### src/vigil_pkg.sv
// Shared widths, memory map and I/O port constants, ROM offsets and arbiter states
package vigil_pkg;

    // Bus and data widths
    typedef logic [15:0] cpu_addr_t;
    typedef logic [17:0] rom_addr_t;
    typedef logic [7:0]  byte_t;
    typedef logic [2:0]  bank_t;

    // Video positions
    typedef logic [8:0]  scr1_pos_t;
    typedef logic [10:0] scr2_pos_t;
    typedef logic [7:0]  line_t;

    // ROM port arbitration
    typedef enum logic [1:0] {
        arb_idle,
        arb_cpu,
        arb_fetch
    } arb_state_t;

    // External ROM layout
    localparam rom_addr_t bank_rom_offset = 18'h08000;
    localparam rom_addr_t gfx_rom_base    = 18'h30000;

    // Work RAM is 4 KB
    localparam int ram_aw = 12;

    // I/O read ports
    localparam byte_t io_in0  = 8'h00;
    localparam byte_t io_in1  = 8'h01;
    localparam byte_t io_in2  = 8'h02;
    localparam byte_t io_dip1 = 8'h03;
    localparam byte_t io_dip2 = 8'h04;

    // I/O write ports, low group decoded with address bit 7 clear
    localparam byte_t io_latch   = 8'h00;
    localparam byte_t io_out2    = 8'h01;
    localparam byte_t io_bank    = 8'h04;
    localparam byte_t io_scr1_lo = 8'h80;
    localparam byte_t io_scr1_hi = 8'h81;
    localparam byte_t io_scr2_lo = 8'h82;
    localparam byte_t io_scr2_hi = 8'h83;
    localparam byte_t io_scr2col = 8'h84;

endpackage

### src/vigil_scroll_fetch.sv
// Per-line graphics byte fetcher for scroll layer 1
`timescale 1ns/1ns

module vigil_scroll_fetch (
    input  logic                 clk,
    input  logic                 rst,
    // Video timing and scroll position
    input  logic                 line_start,
    input  vigil_pkg::line_t     line,
    input  vigil_pkg::scr1_pos_t scr1pos,
    // ROM request
    output logic                 fetch_valid,
    input  logic                 fetch_ready,
    output vigil_pkg::rom_addr_t fetch_addr,
    input  vigil_pkg::byte_t     rom_rdata,
    // Fetched byte
    output vigil_pkg::byte_t     tile_data,
    output logic                 tile_strobe
);

    // Line starts while a fetch is pending are dropped
    always_ff @(posedge clk, posedge rst) begin
        if (rst) begin
            fetch_valid <= 1'b0;
            tile_strobe <= 1'b0;
        end else begin
            tile_strobe <= fetch_valid && fetch_ready;
            if (fetch_valid) begin
                if (fetch_ready)
                    fetch_valid <= 1'b0;
            end else if (line_start) begin
                fetch_valid <= 1'b1;
            end
        end
    end

    // 512 bytes per line, indexed by the layer 1 position
    always_ff @(posedge clk) begin
        if (!fetch_valid && line_start)
            fetch_addr <= vigil_pkg::gfx_rom_base + {1'b0, line, scr1pos};
        if (fetch_valid && fetch_ready)
            tile_data <= rom_rdata;
    end

endmodule

### config.mk
export PLATFORM = sky130hd
export DESIGN_NAME = vigil_scroll_fetch
export DESIGN_NICKNAME = d
export VERILOG_FILES = /design/src/vigil_pkg.sv /design/src/vigil_scroll_fetch.sv
export SDC_FILE = /design/constraint.sdc
export NUM_CORES = 1
export LEC_CHECK = 0
export BUFFER_PORTS_ARGS = -buffer_cell sky130_fd_sc_hd__buf_2
export CAP_MARGIN = 20
export CORE_ASPECT_RATIO = 1.5
export CORE_MARGIN = 4
export CORE_UTILIZATION = 39
export CTS_BUF_LIST = sky130_fd_sc_hd__clkbuf_16
export CTS_CLUSTER_SIZE = 25
export DETAILED_ROUTE_END_ITERATION = 6
export GPL_ROUTABILITY_DRIVEN = 0
export PLACE_DENSITY = 0.76
export RECOVER_POWER = 50
export SYNTH_ARGS = -nofsm -noshare
export SYNTH_HDL_FRONTEND = slang
export SYNTH_SLANG_ARGS = --single-unit
### constraint.sdc
create_clock -name clk -period 1.4 [get_ports clk]
set_input_delay 0.14 -clock clk [delete_from_list [all_inputs] [get_ports clk]]
set_output_delay 0.14 -clock clk [all_outputs]
set_load 0.1 [all_outputs]
==> metrics.md <==
| Metric | Value |
|---|---|
| Outcome | finished, final reports clean |
| RSZ-0062 raised after global routing | false |
| Asr flop ratio synth | 7.41% |
| Number of routed nets with antenna violations | 0 |
| Sequential area share after synthesis | 95.1% |
| # diodes | 0 |
| Final setup TNS | 0 ns |
| Top-count cell post-synth | edfxtp_1 |
| Yosys reg bits | 27 |
| Normalized max-slew margin | 63.0% |
| Bufs on Longest Clock Path | 2 |
| Endpoint class of the critical path | flip-flop |
| 1st-iter DRT viols | 14 |
| CTS Root Cell | clkbuf_16 |
| Leak | 0.563 nW |
| Design area | 0.00125 sq mm |
| Num CTS Buffers | 3 |
| Cts repair resizes | 0 |
| Synth top area cells | edfxtp_1 89%, dfrtp_1 5.9%, inv_1 1.3% |
| Vias/cell | 4.54 |
| Slowest stage delay, CP | 0.48 ns |
| Post-synth top cells | 25 x edfxtp_1, 3 x inv_1, 2 x dfrtp_1 |
| VDD IR-drop max | 0.00140 V |
| Die X | 45.9 microns |
| PwrDens | 1720 mW/mm^2 |
| Initial Utilization | 41.0% |
| DP Area | 0.00117 sq mm |
| I/O Pins | 57 |
| Cell count after synthesis | 34 |
| Slew @ Worst Pin | 0.557 ns |
| CTS tree | built |
| Clock sinks | 27 |
| P_sw | 733 uW |
| Setup crit start kind | flip-flop |
| Most used flip-flop cell after synthesis | edfxtp_1 |
| F_max | 795 MHz |
| Slowest CP cell | dfrtp_4 |
| Post-Layout Cell Count | 117 |
| Setup Viol. Count Final | 0 |
| Internal power | 1.42 mW |
| HP Class | input pin to flip-flop |
| Remaining DRCs | 0 |
| Core footprint | 0.00205 sq mm |
| Post-layout util | 61.1% |
| Setup Crit Path Kind | flip-flop to flip-flop |
| Clock transition at path regs | 0.06 ns |
| Reg power frac | 45.2% |
| Power share of the clock group | 28.8% |
| Final #Nets | 125 |
| Clk_lat worst skew | 0.25 ns |
| Dpl hpwl | 1.46 mm |
| First-pass GRT wire length | 2.66 mm |
| Overall die area | 0.00298 sq mm |
| Placed Instances | 112 |
| Largest net degree at the start of global routing | 15 |
| Final Hold Viols | 0 |
| Final slew viol count | 0 |
| Synth warn | 0 |
| CTS H-tree depth | 1 |
| Distinct cells, synth | 7 |
| Fin crit share | 89.9% |
| Post-Syn Nets | 63 |
| Post-synth EDFFs | 25 |
| Tot Pwr | 2.15 mW |
| # port buffers | 56 |
| Post-CTS Hold Fix Bufs | 1 |
| Layout cell share with drive strength beyond 1 | 64.2% |
| CP required | 1.37 ns |
| Share of the synthesized area in the top cell type | 89.2% |
| Final worst slack | 0.142 ns |
| Synthesized area | 842 sq um |
| Buffer and inverter count on the worst path | 1 |
| MaxCap Viol Count | 0 |
| Vias | 531 |
| Hold slack | 0.0563 ns |
| Cell taking the most area after synthesis | edfxtp_1 |
| Vias in the first global route | 547 |
| Initial antenna violation count | 0 |
| Placement Setup Slack | 0.227 ns |
| Die Y | 64.9 microns |
| Final Skew | 0.00193 ns |
| Grt total ovfl | 0 |
| Aggregate global-route resource usage | 13.4% |
| Wirelength per Cell | 15.5 microns |
| Final worst path period need | 1.26 ns |
| Comb power frac | 26.0% |
| CP delay by family, top | flip-flops |
| WP data arrival | 1.23 ns |
| Syn Area/Cell | 24.8 sq um |
| Routed Wire Length | 1.82 mm |
| Sw frac | 34.1% |
| Crit-path cells | nor2b_2, buf_12 |
| Area grow syn2layout | 48.9% |
| First-pass DRT Iterations | 4 |
| Post-CTS setup buffer count | 0 |
| CP Max Fanout | 14 |
| # rows | 20 |
## registers in the layout (all words and copies together) (netlist names)
name / cells
fetch_addr: 17
fetch_valid: 1
tile_data: 8
tile_strobe: 1
## final timing paths
check	from	end	slack [ns]	cells after the start
worst max register to register	fetch_valid	fetch_addr[9]	0.14	2
worst min register to register	fetch_valid	fetch_valid	0.56	1
min in group asynchronous	rst	fetch_valid	0.26	3
worst min-delay path	rom_rdata[1]	tile_data[1]	0.06	1
max in group asynchronous	rst	fetch_valid	1.01	3
worst max-delay path	fetch_valid	fetch_addr[9]	0.14	2
## layer usage
layer / vias to the layer above / part of all wire (%) / GRT usage [%]
met5: - / 0 / 0
met4: 0 / 3.7 / 11.7
met3: 6 / 12 / 3.89
met2: 43 / 47 / 19.1
met1: 236 / 37 / 15.6
li1: 246 / - / -
## layout by cell type, fill, tap and decap left out
master,n
a21o_1,1
and2_0,1
buf_12,1
buf_2,47
clkbuf_1,1
clkbuf_16,3
clkbuf_2,8
dfrtp_1,1
dfrtp_4,1
dlygate4sd3_1,1
edfxtp_1,25
inv_1,4
nor2b_2,1
## cell type report
cell class,instances,area [sq um]
flip-flops and latches,27,805
clock inverters,1,3.75
repair buffers,58,309
inverters,3,11.3
clock buffers,3,75.1
multi-input cells,3,22.5
fillers,168,798
well taps,22,27.5
## worst register-to-register path: stages, from the launching register on
cell,delay [ns]
dfrtp_4,0.48
nor2b_2,0.29
buf_12,0.19
## power groups by stage
stage	Clock (mW)	Combinational [mW]	Sequential, mW
2_1_floorplan	0	0.0491	1.40
3_3_place_gp	0	0.558	0.988
3_5_place_dp	0	0.565	0.992
4_1_cts	0.631	0.568	0.975
5_1_grt	0.675	0.576	0.979
6_report	0.619	0.559	0.973
## kinds of logic (layout without fill, tap and decap cells)
| logic type | after synthesis | in the layout | share of synthesized area (%) |
|---|---|---|---|
| and+or+nand+nor | 2 | 2 | 1.78 |
| buffers and inverters | 4 | 65 | 2.23 |
| DFF | 27 | 27 | 95.1 |
| AOI/OAI and AO/OA | 1 | 1 | 0.892 |
No activity file was read; power rests on OpenSTA's default activity.
