### src/vigil_pkg.sv
// Shared widths, memory map and I/O port constants, ROM offsets and arbiter states
package vigil_pkg;

    // Bus and data widths
    typedef logic [15:0] cpu_addr_t;
    typedef logic [17:0] rom_addr_t;
    typedef logic [7:0]  byte_t;
    typedef logic [2:0]  bank_t;

    // Video positions
    typedef logic [8:0]  scr1_pos_t;
    typedef logic [10:0] scr2_pos_t;
    typedef logic [7:0]  line_t;

    // ROM port arbitration
    typedef enum logic [1:0] {
        arb_idle,
        arb_cpu,
        arb_fetch
    } arb_state_t;

    // External ROM layout
    localparam rom_addr_t bank_rom_offset = 18'h08000;
    localparam rom_addr_t gfx_rom_base    = 18'h30000;

    // Work RAM is 4 KB
    localparam int ram_aw = 12;

    // I/O read ports
    localparam byte_t io_in0  = 8'h00;
    localparam byte_t io_in1  = 8'h01;
    localparam byte_t io_in2  = 8'h02;
    localparam byte_t io_dip1 = 8'h03;
    localparam byte_t io_dip2 = 8'h04;

    // I/O write ports, low group decoded with address bit 7 clear
    localparam byte_t io_latch   = 8'h00;
    localparam byte_t io_out2    = 8'h01;
    localparam byte_t io_bank    = 8'h04;
    localparam byte_t io_scr1_lo = 8'h80;
    localparam byte_t io_scr1_hi = 8'h81;
    localparam byte_t io_scr2_lo = 8'h82;
    localparam byte_t io_scr2_hi = 8'h83;
    localparam byte_t io_scr2col = 8'h84;

endpackage

### src/vigil_rom_arbiter.sv
// Two-master arbiter for the external ROM port, CPU first with alternation on contention
`timescale 1ns/1ns

module vigil_rom_arbiter (
    input  logic                 clk,
    input  logic                 rst,
    // CPU program fetches
    input  logic                 cpu_rom_valid,
    output logic                 cpu_rom_ready,
    input  vigil_pkg::rom_addr_t cpu_rom_addr,
    // Scroll tile fetches
    input  logic                 fetch_valid,
    output logic                 fetch_ready,
    input  vigil_pkg::rom_addr_t fetch_addr,
    // External ROM
    output logic                 rom_valid,
    input  logic                 rom_ready,
    output vigil_pkg::rom_addr_t rom_addr
);

    vigil_pkg::arb_state_t state;
    logic                  last_cpu;

    always_ff @(posedge clk, posedge rst) begin
        if (rst) begin
            state    <= vigil_pkg::arb_idle;
            last_cpu <= 1'b0;
        end else begin
            case (state)
                vigil_pkg::arb_idle: begin
                    // Fetcher gets its turn right after a CPU grant
                    if (cpu_rom_valid && (!fetch_valid || !last_cpu)) begin
                        state    <= vigil_pkg::arb_cpu;
                        last_cpu <= 1'b1;
                    end else if (fetch_valid) begin
                        state    <= vigil_pkg::arb_fetch;
                        last_cpu <= 1'b0;
                    end
                end
                vigil_pkg::arb_cpu, vigil_pkg::arb_fetch: begin
                    if (rom_ready)
                        state <= vigil_pkg::arb_idle;
                end
                default: state <= vigil_pkg::arb_idle;
            endcase
        end
    end

    // Granted master owns the port until the ROM answers
    always_comb begin
        rom_valid     = state != vigil_pkg::arb_idle;
        rom_addr      = state == vigil_pkg::arb_fetch ? fetch_addr : cpu_rom_addr;
        cpu_rom_ready = state == vigil_pkg::arb_cpu && rom_ready;
        fetch_ready   = state == vigil_pkg::arb_fetch && rom_ready;
    end

endmodule

### config.mk
export PLATFORM = sky130hd
export DESIGN_NAME = vigil_rom_arbiter
export DESIGN_NICKNAME = d
export VERILOG_FILES = /design/src/vigil_pkg.sv /design/src/vigil_rom_arbiter.sv
export SDC_FILE = /design/constraint.sdc
export NUM_CORES = 1
export LEC_CHECK = 0
export ABC_AREA = 1
export CAP_MARGIN = 15
export CELL_PAD_IN_SITES_DETAIL_PLACEMENT = 1
export CELL_PAD_IN_SITES_GLOBAL_PLACEMENT = 2
export CORE_MARGIN = 3
export CORE_UTILIZATION = 28
export CTS_BUF_LIST = sky130_fd_sc_hd__clkbuf_8
export DETAILED_ROUTE_END_ITERATION = 10
export DONT_BUFFER_PORTS = 1
export GPL_TIMING_DRIVEN = 0
export PLACE_DENSITY_LB_ADDON = 0.1
export SLEW_MARGIN = 20
export SYNTH_ARGS = -nofsm -noshare
export SYNTH_HDL_FRONTEND = slang
export SYNTH_SLANG_ARGS = --single-unit
export TNS_END_PERCENT = 100
### constraint.sdc
create_clock -name clk -period 1.65 [get_ports clk]
set_input_delay 0.33 -clock clk [delete_from_list [all_inputs] [get_ports clk]]
set_output_delay 0.33 -clock clk [all_outputs]
set_load 0.005 [all_outputs]
==> metrics <==
status=complete, but fails checks; failing checks=setup timing; CTS root buffer=clkbuf_8; Routability Congestion=0.5679; proportion of layout cells with a drive suffix above 1=52.38%; RSZ-0062 raised after global routing=yes; worst slew pin tran=0.1663 ns; worst vdd ir=0.7223 mV; antenna violations before repair=0; Buffers & Inverters on Critical Path=2; count of final max-slew check failures=0; CTS Sinks=3; Hold Crit Depth=2; critical path launch point type=register; clock-pin slew on the worst setup and hold paths=0.03 ns; Arrival @ worst endpoint=1.37 ns; synth warn=0; Die Wd=47.48 um; clk buf depth=2; Max Cap Violations=0; fill cell count=162; Initial Util=30.90%; n_diodes=0; Syn Nets=95; hold path start=fetch_valid; vias in the first global route=475; Final Skew=0.002598 ns; final hold viol count=0; final antenna-violating net count=0; register area share after synthesis=15.58%; detailed-route wire length=1651 um; die height=47.48 um; Max Clock Freq=588.4 MHz; largest net degree at the start of global routing=11; Worst-Skew Late Latency=0.21 ns; Worst Reg-to-Reg Cells=8; LEAKAGE=0.3689 nW; Initial DRC Count=2; Worst path top cell family by delay=flip-flops; DR WL/cell=20.90 um; H-tree depth=1; Mapped Area=481.7 um2; core outline area=1559 um2; IO buf count=0; Required @ worst endpoint=1.32 ns; CTS tree=built; Die ar.=2254 um2; Setup crit end kind=output port; cells along the critical path=inv_2 -> ha_4 -> clkbuf_16 -> mux2_4; Final Util=45.02%; synthesized flop and latch total=3; worst hold path endpoint=state[1]$_DFFE_PP0P_; P&R area growth vs syn=45.71%; Power Density=1783 nW/um2; Hold WS=0.2885 ns; Netlist cell types=11; fin nets=108; first-pass GRT wire length=1911 um; top-level I/O count=62; critical path class=reg -> out; vias=433; area occupied by multi-input gates=391.6 um2; routed vias/inst=5.481; Rel. slew slack=88.80%; worst reg2reg endpoint=state[0]$_DFFE_PP0P_; Tightest Hold Check Type=in -> reg; # setup viols final=18; post-synthesis average cell area=9.445 um2; grt ovf=0; Syn Inst Count=51; row cnt=14; post-route minimum period=1.699 ns; Critical-path top delay cell=dfrtp_1; Global Route Usage Sum=12.58%; Final Cycle Share=103.0%; HPWL after DPL=1336 um; Critical Path Fanout Max=5; R2R Setup Slk=0.28 ns; Residual DRC=0; final worst slack=-0.04939 ns; max incr delay on CP=0.38 ns; crit path launch=state[0]$_DFFE_PP0P_; worst r2r src=state[0]$_DFFE_PP0P_; DRT Pass-1 Iters=2; CTS buffer count=3; Register Area=75.07 um2
-- kinds of logic (layout without fill, tap and decap cells) --
kind of cell | after synthesis | count (layout) | synth area share (%)
muxes | 18 | 18 | 49.09
adders and majority gates | 3 | 3 | 7.793
AOI/OAI and AO/OA | 1 | 1 | 1.038
and+or+nand+nor | 16 | 16 | 13.77
buffers and inverters | 10 | 22 | 12.73
DFF | 3 | 3 | 15.58
-- per-layer routing --
metal | global-route usage, % | vias to the layer above | share of wire, %
li1 | - | 192 | -
met3 | 3.759 | 0 | 14
met4 | 8.840 | 0 | 0
met5 | 0 | - | 0
met2 | 27.81 | 41 | 61
met1 | 7.675 | 200 | 25
-- metrics by stage --
step	setup slack (ns)	TNS, ns	instances	total power, mW	area [um2]
after floorplan	0.1478	0	51	0.6499	481.7
final	-0.04939	-0.3648	79	1.252	701.9
after global routing	-0.1033	-1.354	79	1.353	701.9
after global placement	0.08599	0	67	0.7183	501.7
after detailed placement	0.07569	0	67	0.7325	501.7
after CTS	-0.07124	-0.9533	77	1.177	665.6
-- cells in the mapped netlist --
| cell type | n | share of area, % |
|---|---|---|
| dfrtp_1 | 3 | 16 |
| buf_6 | 1 | 2.3 |
| buf_12 | 1 | 4.2 |
| mux2_4 | 9 | 28 |
| mux2_2 | 9 | 21 |
| nand4_1 | 2 | 2.6 |
| inv_1 | 8 | 6.2 |
| nand3_1 | 1 | 1.0 |
| ha_1 | 3 | 7.8 |
| nand2_1 | 13 | 10 |
| o21ai_0 | 1 | 1.0 |
-- flip-flops by register name (all words and copies together), names as in the netlist --
signal / cells
last_cpu: 1
state: 2
-- layout make-up --
type | instances | area share [%]
clock inverters | 1 | 0.5348
well taps | 16 | 2.852
multi-input cells | 38 | 55.79
inverters | 8 | 4.278
repair buffers | 9 | 17.11
clock buffers | 3 | 5.882
plain buffers | 1 | 2.852
flip-flops and latches | 3 | 10.70
-- placed cells by master (no fill, tap or decap), types with 2 or more instances in the layout --
| master | synthesis | final |
|---|---|---|
| ha_1 | 3 | 2 |
| clkbuf_8 | 0 | 3 |
| buf_12 | 1 | 2 |
| nand4_1 | 2 | 2 |
| dfrtp_1 | 3 | 3 |
| mux2_4 | 9 | 18 |
| buf_4 | 0 | 5 |
| inv_1 | 8 | 7 |
| nand2_1 | 13 | 13 |
| inv_2 | 0 | 2 |
-- where the power goes --
part	internal, mW	switching, mW
registers	0.109	0.0241
clock network	0.158	0.0465
logic	0.557	0.357
total	0.824	0.428
-- worst max path at each step --
| stage | to | slack [ns] | cells after the start |
|---|---|---|---|
| global placement | rom_addr[10] | 0.09 | 5 |
| CTS | rom_addr[11] | -0.07 | 5 |
| detailed placement | rom_addr[11] | 0.08 | 5 |
| floorplan | rom_addr[10] | 0.15 | 5 |
| finish | rom_addr[8] | -0.05 | 4 |
| global route | rom_addr[15] | -0.10 | 4 |
-- what timing repair did --
action,4_1_cts,5_1_grt
resized for setup,11,3
gates cloned,1,1
hold buffers,1,0
pin swaps,0,0
endpoints found under the setup margin,18,18
endpoints found under the hold margin,3,0
buffers inserted,4,2
Note: power is estimated with default switching activity, not from simulation.
