<file path="src/vigil_pkg.sv">
// Shared widths, memory map and I/O port constants, ROM offsets and arbiter states
package vigil_pkg;

    // Bus and data widths
    typedef logic [15:0] cpu_addr_t;
    typedef logic [17:0] rom_addr_t;
    typedef logic [7:0]  byte_t;
    typedef logic [2:0]  bank_t;

    // Video positions
    typedef logic [8:0]  scr1_pos_t;
    typedef logic [10:0] scr2_pos_t;
    typedef logic [7:0]  line_t;

    // ROM port arbitration
    typedef enum logic [1:0] {
        arb_idle,
        arb_cpu,
        arb_fetch
    } arb_state_t;

    // External ROM layout
    localparam rom_addr_t bank_rom_offset = 18'h08000;
    localparam rom_addr_t gfx_rom_base    = 18'h30000;

    // Work RAM is 4 KB
    localparam int ram_aw = 12;

    // I/O read ports
    localparam byte_t io_in0  = 8'h00;
    localparam byte_t io_in1  = 8'h01;
    localparam byte_t io_in2  = 8'h02;
    localparam byte_t io_dip1 = 8'h03;
    localparam byte_t io_dip2 = 8'h04;

    // I/O write ports, low group decoded with address bit 7 clear
    localparam byte_t io_latch   = 8'h00;
    localparam byte_t io_out2    = 8'h01;
    localparam byte_t io_bank    = 8'h04;
    localparam byte_t io_scr1_lo = 8'h80;
    localparam byte_t io_scr1_hi = 8'h81;
    localparam byte_t io_scr2_lo = 8'h82;
    localparam byte_t io_scr2_hi = 8'h83;
    localparam byte_t io_scr2col = 8'h84;

endpackage

</file>
<file path="src/vigil_cpu_decode.sv">
// CPU bus slave: memory and I/O decode, control registers, input ports and ROM banking
`timescale 1ns/1ns

module vigil_cpu_decode (
    input  logic                  clk,
    input  logic                  rst,
    // CPU bus
    input  logic                  cpu_valid,
    output logic                  cpu_ready,
    input  vigil_pkg::cpu_addr_t  cpu_addr,
    input  logic                  cpu_io,
    input  logic                  cpu_we,
    input  vigil_pkg::byte_t      cpu_wdata,
    output vigil_pkg::byte_t      cpu_rdata,
    // Interrupt
    input  logic                  vblank,
    input  logic                  dip_pause,
    output logic                  irq_n,
    // Cabinet
    input  logic [5:0]            joystick1,
    input  logic [5:0]            joystick2,
    input  logic [1:0]            cab_1p,
    input  logic [1:0]            coin,
    input  logic                  service,
    input  vigil_pkg::byte_t      dipsw_a,
    input  vigil_pkg::byte_t      dipsw_b,
    // Work RAM
    output logic                  ram_req,
    output logic                  ram_we,
    output logic [vigil_pkg::ram_aw-1:0] ram_addr,
    output vigil_pkg::byte_t      ram_wdata,
    input  vigil_pkg::byte_t      ram_rdata,
    // ROM through the arbiter
    output logic                  cpu_rom_valid,
    input  logic                  cpu_rom_ready,
    output vigil_pkg::rom_addr_t  cpu_rom_addr,
    input  vigil_pkg::byte_t      rom_rdata,
    // Video and sound control
    output logic                  flip,
    output logic                  latch_wr,
    output vigil_pkg::byte_t      sound_data,
    output vigil_pkg::scr1_pos_t  scr1pos,
    output vigil_pkg::scr2_pos_t  scr2pos,
    output logic [2:0]            scr2col,
    output logic                  scr2enb,
    output logic                  scr_cs,
    output logic                  obj_cs,
    output logic                  pal_cs
);

    logic               busy, start, ram_ack, io_wr, flip_r;
    logic               mem_rom, mem_ram, mem_scr, mem_pal, mem_obj, rom_rd;
    vigil_pkg::bank_t   bank;
    vigil_pkg::byte_t   rd_mux, rdata_q;

    // Write ports see address bit 7, read ports only the low three bits
    function automatic logic wr_hit(input vigil_pkg::byte_t port, input vigil_pkg::byte_t sel);
        return port[7] == sel[7] && port[2:0] == sel[2:0];
    endfunction

    function automatic logic rd_hit(input vigil_pkg::byte_t port, input vigil_pkg::byte_t sel);
        return port[2:0] == sel[2:0];
    endfunction

    assign start   = cpu_valid && !busy;
    assign mem_rom = !cpu_io && (!cpu_addr[15] || cpu_addr[15:14] == 2'b10);
    assign mem_ram = !cpu_io && cpu_addr[15:12] == 4'he;
    assign mem_scr = !cpu_io && cpu_addr[15:12] == 4'hd;
    assign mem_pal = !cpu_io && cpu_addr[15:11] == 5'b11001;
    // Object RAM is write only
    assign mem_obj = !cpu_io && cpu_addr[15:11] == 5'b11000 && cpu_we;
    assign rom_rd  = mem_rom && !cpu_we;
    assign io_wr   = cpu_valid && cpu_ready && cpu_io && cpu_we;
    assign irq_n   = !(vblank && dip_pause);

    // Banked window adds the 16 KB bank on top of the offset
    assign cpu_rom_addr = cpu_addr[15] ?
        {1'b0, bank, cpu_addr[13:0]} + vigil_pkg::bank_rom_offset :
        {3'd0, cpu_addr[14:0]};

    assign ram_we    = cpu_we;
    assign ram_addr  = cpu_addr[vigil_pkg::ram_aw-1:0];
    assign ram_wdata = cpu_wdata;
    assign cpu_rdata = ram_ack ? ram_rdata : rdata_q;

    always_comb begin
        rd_mux = 8'hff;
        if (cpu_io) begin
            if (rd_hit(cpu_addr[7:0], vigil_pkg::io_in0))
                rd_mux = {4'hf, coin[0], service, cab_1p};
            else if (rd_hit(cpu_addr[7:0], vigil_pkg::io_in1))
                rd_mux = {joystick1[5], 1'b1, joystick1[4], 1'b1, joystick1[3:0]};
            else if (rd_hit(cpu_addr[7:0], vigil_pkg::io_in2))
                rd_mux = {joystick2[5], 1'b1, joystick2[4], 1'b1, joystick2[3:0]};
            else if (rd_hit(cpu_addr[7:0], vigil_pkg::io_dip1))
                rd_mux = dipsw_a;
            else if (rd_hit(cpu_addr[7:0], vigil_pkg::io_dip2))
                rd_mux = dipsw_b;
        end
    end

    // Access sequencing
    always_ff @(posedge clk, posedge rst) begin
        if (rst) begin
            busy          <= 1'b0;
            cpu_ready     <= 1'b0;
            ram_req       <= 1'b0;
            ram_ack       <= 1'b0;
            cpu_rom_valid <= 1'b0;
            scr_cs        <= 1'b0;
            obj_cs        <= 1'b0;
            pal_cs        <= 1'b0;
        end else begin
            ram_req   <= start && mem_ram;
            ram_ack   <= ram_req;
            scr_cs    <= start && mem_scr;
            obj_cs    <= start && mem_obj;
            pal_cs    <= start && mem_pal;
            cpu_ready <= (start && !rom_rd && !mem_ram) || ram_req ||
                         (cpu_rom_valid && cpu_rom_ready);
            if (start)
                busy <= 1'b1;
            else if (cpu_ready)
                busy <= 1'b0;
            if (start && rom_rd)
                cpu_rom_valid <= 1'b1;
            else if (cpu_rom_ready)
                cpu_rom_valid <= 1'b0;
        end
    end

    always_ff @(posedge clk) begin
        if (start)
            rdata_q <= rd_mux;
        else if (cpu_rom_valid && cpu_rom_ready)
            rdata_q <= rom_rdata;
    end

    // Control registers, loaded on the accepted I/O write
    always_ff @(posedge clk, posedge rst) begin
        if (rst) begin
            bank       <= '0;
            scr1pos    <= '0;
            scr2pos    <= '0;
            scr2col    <= '0;
            scr2enb    <= 1'b0;
            flip_r     <= 1'b0;
            flip       <= 1'b0;
            latch_wr   <= 1'b0;
            sound_data <= '0;
        end else begin
            flip     <= flip_r ^ dipsw_b[0];
            latch_wr <= io_wr && wr_hit(cpu_addr[7:0], vigil_pkg::io_latch);
            if (io_wr && wr_hit(cpu_addr[7:0], vigil_pkg::io_latch))
                sound_data <= cpu_wdata;
            if (io_wr && wr_hit(cpu_addr[7:0], vigil_pkg::io_out2))
                flip_r <= cpu_wdata[0];
            if (io_wr && wr_hit(cpu_addr[7:0], vigil_pkg::io_bank))
                bank <= cpu_wdata[2:0];
            if (io_wr && wr_hit(cpu_addr[7:0], vigil_pkg::io_scr1_lo))
                scr1pos[7:0] <= cpu_wdata;
            if (io_wr && wr_hit(cpu_addr[7:0], vigil_pkg::io_scr1_hi))
                scr1pos[8] <= cpu_wdata[0];
            if (io_wr && wr_hit(cpu_addr[7:0], vigil_pkg::io_scr2_lo))
                scr2pos[7:0] <= cpu_wdata;
            if (io_wr && wr_hit(cpu_addr[7:0], vigil_pkg::io_scr2_hi))
                scr2pos[10:8] <= cpu_wdata[2:0];
            if (io_wr && wr_hit(cpu_addr[7:0], vigil_pkg::io_scr2col)) begin
                // Bit 6 enables layer 2
                scr2enb <= cpu_wdata[6];
                scr2col <= {cpu_wdata[3:2], cpu_wdata[0]};
            end
        end
    end

endmodule

</file>
<file path="config.mk">
export PLATFORM = sky130hd
export DESIGN_NAME = vigil_cpu_decode
export DESIGN_NICKNAME = d
export VERILOG_FILES = /design/src/vigil_pkg.sv /design/src/vigil_cpu_decode.sv
export SDC_FILE = /design/constraint.sdc
export NUM_CORES = 1
export LEC_CHECK = 0
export BUFFER_PORTS_ARGS = -buffer_cell sky130_fd_sc_hd__buf_2
export CAP_MARGIN = 20
export CORE_ASPECT_RATIO = 1.75
export CORE_MARGIN = 5
export CORE_UTILIZATION = 39
export CTS_CLUSTER_DIAMETER = 30
export CTS_CLUSTER_SIZE = 8
export DETAILED_ROUTE_END_ITERATION = 6
export PLACE_DENSITY = 0.88
export SLEW_MARGIN = 30
export SYNTH_ARGS = -nofsm -noshare
export SYNTH_HDL_FRONTEND = slang
export SYNTH_SLANG_ARGS = --single-unit
</file>
<file path="constraint.sdc">
create_clock -name clk -period 1.5 [get_ports clk]
set_input_delay 0.225 -clock clk [delete_from_list [all_inputs] [get_ports clk]]
set_output_delay 0.225 -clock clk [all_outputs]
set_load 0.01 [all_outputs]
</file>
==> out/metrics.cfg <==
[die]
die_area_um2 = 9100
ios = 169
die_height_um = 123
die_w_um = 74.3
initial_utilization = 0.396
row_count = 41
core_um2 = 7130

[detailed_routing]
ant_nets = 0
wl_per_cell_um = 17.4
drtPass1Iterations = 4
wl_um = 7970
drt_iter0_drc = 46
viasPerCell = 4.96
remaining_drc_errors = 0
num_vias = 2276

[power_and_ir_drop]
power_mw = 4.03
vdd_ir_drop_max_v = 0.000828
power.density_nw_per_um2 = 1050
cellLeakagePower_nw = 2.09

[cells_and_area]
fin_cells = 459
fin_nets = 454
antennaDiodeCount = 0
drive_above_1_share = 0.638
syn_to_final_growth_pct = 36.5

[placement]
dpl.cell_count = 449
portBuffers = 146
dp_hpwl_um = 6640
place_congestion = 0.787

[sta]
relSlewSlack = 0.675
final_period_minus_worst_setup_slack_ps = 1510
finalHoldViolCount = 0
max_freq_ghz = 0.662
rsz0062_at_grt = yes
fin_worst_skew_ps = 2.20
period_share = 1.01
drv_slew = 0
setup_ws_ps = -10.8
worst_pin_slew_ps = 485
finalSetupViolCount = 2

[grt]
track_usage = 0.173
grt-ovfl-total = 0
grt_pass1_vias = 2478
antenna_found_initial = 0
grt_pass1_wl_um = 11800
grt_max_degree = 19

[hold_path]
hold_path_class = input pin to flip-flop

[logic_synthesis]
ys_warn_count = 0
yosysSeqAreaShare = 0.493
synth_cell_types = 40
synth_area_um2 = 2820
syn-num-nets = 319
postSynthCellCount = 237
synth-edff-count = 8
avgSynthCellArea_um2 = 11.9
synthArstFlopShare = 0.852
synth_ff_type = dfrtp_1
ys_ff_latch = 54

[clock_tree]
cts_tree = done
clk_latency_ps = 290
max-clock-path-buffers = 2
clock-sinks = 54
cts_buffers = 5
cts.htree.levels = 2
clk_pin_slew_worst_paths_ps = 70
clockRootBuffer = clkbuf_16

[setup_path]
cp_max_fo = 8
cp.required_ps = 1270
startpoint_type = flip-flop
end_kind = output port
cp.arrival_ps = 1290
worstSetupPathType = flip-flop to output port

[outcome]
failed_checks = negative setup slack
status = finished, violations left

[flow_run]
drv_cap = 0

## synth_stat cells (3+ instances only)
library cell	n	area [µm²]
buf_4	36	270
edfxtp_1	8	240
o22a_1	4	35.0
and2_1	5	31.3
mux2_2	41	462
nor3_1	6	30.0
mux2i_1	4	40.0
mux2_4	4	60.1
a211o_1	4	35.0
nor2_1	9	33.8
a211oi_1	5	37.5
nand2_1	7	26.3
a21oi_1	10	50.1
clkbuf_1	5	18.8
nor2b_1	3	18.8
inv_1	5	18.8
dfrtp_1	46	1150
buf_2	3	15.0
## kinds of logic (layout without fill, tap and decap cells)
logic type,count (synthesis),after routing,synth area share
AOI/OAI and AO/OA,30,30,0.0727
xor gates and xnor gates,1,1,0.00310
adders and majority gates,1,1,0.00443
buffers and inverters,50,186,0.118
DFF,54,54,0.493
muxes,49,49,0.199
and+or+nand+nor,52,52,0.109
## state kept, by name (all words and copies together), names as in the netlist
register       count
scr2col            3
busy               1
cpu_rom_valid      1
scr2enb            1
scr2pos           11
obj_cs             1
ram_ack            1
scr_cs             1
flip_r             1
cpu_ready          1
latch_wr           1
bank               3
pal_cs             1
ram_req            1
flip               1
rdata_q            8
scr1pos            9
sound_data         8
## report_power, final
part	switching, mW	internal (mW)	leakage [nW]
combinational	0.448	0.467	1.29
sequential	0.0789	1.66	0.703
clock	0.505	0.867	0.0935
total	1.03	3.00	2.09
## cells in the final DEF, fill, tap and decap left out, types with 2 or more instances in the layout
cell type / Yosys / routed
nand3b_1: 2 / 2
and2_1: 5 / 5
nor3b_1: 2 / 2
nand4_1: 2 / 2
buf_4: 36 / 25
mux2_4: 4 / 10
mux2_2: 41 / 35
dfrtp_1: 46 / 45
clkbuf_16: 0 / 7
o22a_1: 4 / 4
edfxtp_1: 8 / 8
nand2_1: 7 / 7
o21ai_0: 2 / 2
inv_1: 5 / 4
nand3_1: 2 / 2
or3_4: 1 / 2
nor2b_1: 3 / 2
buf_6: 1 / 8
nor3_1: 6 / 5
or4b_2: 2 / 2
a211o_1: 4 / 4
mux2i_1: 4 / 4
o221ai_1: 2 / 2
buf_2: 3 / 138
a211oi_1: 5 / 5
a31oi_1: 2 / 2
nand2b_1: 2 / 2
a21oi_1: 10 / 10
nor2_1: 9 / 9
## stage by stage
step | util | TNS, ps | setup slack [ps] | hold slack [ps] | instance area [µm²]
finish | 0.540 | -11.8 | -10.8 | 127 | 3850
global route | 0.540 | -302 | -42.7 | 123 | 3850
CTS | 0.534 | -46.9 | -21.1 | 116 | 3810
detailed placement | 0.496 | -2430 | -124 | 186 | 3540
global placement | 0.496 | -1580 | -84.6 | 181 | 3540
floorplan | - | -1370 | -97.5 | 295 | 2830
## worst paths after layout
kind | slack, ps | end | startpoint | cells past startpoint
setup / recovery | -10 | cpu_rdata[1] | ram_ack | 3
hold / removal | 130 | obj_cs | cpu_addr[11] | 2
setup reg to reg | 40 | scr2enb | cpu_ready | 3
hold reg to reg | 410 | ram_ack | ram_req | 0
max in group asynchronous | 560 | sound_data[6] | rst | 4
min in group asynchronous | 410 | bank[2] | rst | 3
## metal layers
metal,track usage,vias up,share of wire
li1,-,1079,-
met1,0.166,1069,0.33
met2,0.332,101,0.55
met3,0.0352,27,0.082
met4,0.0902,0,0.035
met5,0,-,0
## critical path, stage by stage (launching register included)
cell     delay, ps
dfrtp_2        410
buf_12         150
mux2_4         310
buf_6          120
## cell type report
class	count	area [µm²]
clock buffers	8	189
fillers	646	3280
inverters	5	18.8
multi-input cells	133	1140
flip-flops and latches	54	1390
well taps	86	108
repair buffers	173	998
## timing repair
action | CTS | global route
hold buffers | 1 | 0
cloned | 0 | 0
resized for setup | 11 | 9
hold endpoints to repair | 12 | 0
pin swaps | 0 | 2
setup endpoints to repair | 8 | 21
buffers inserted | 1 | 0
(Power assumes the default switching activity.)
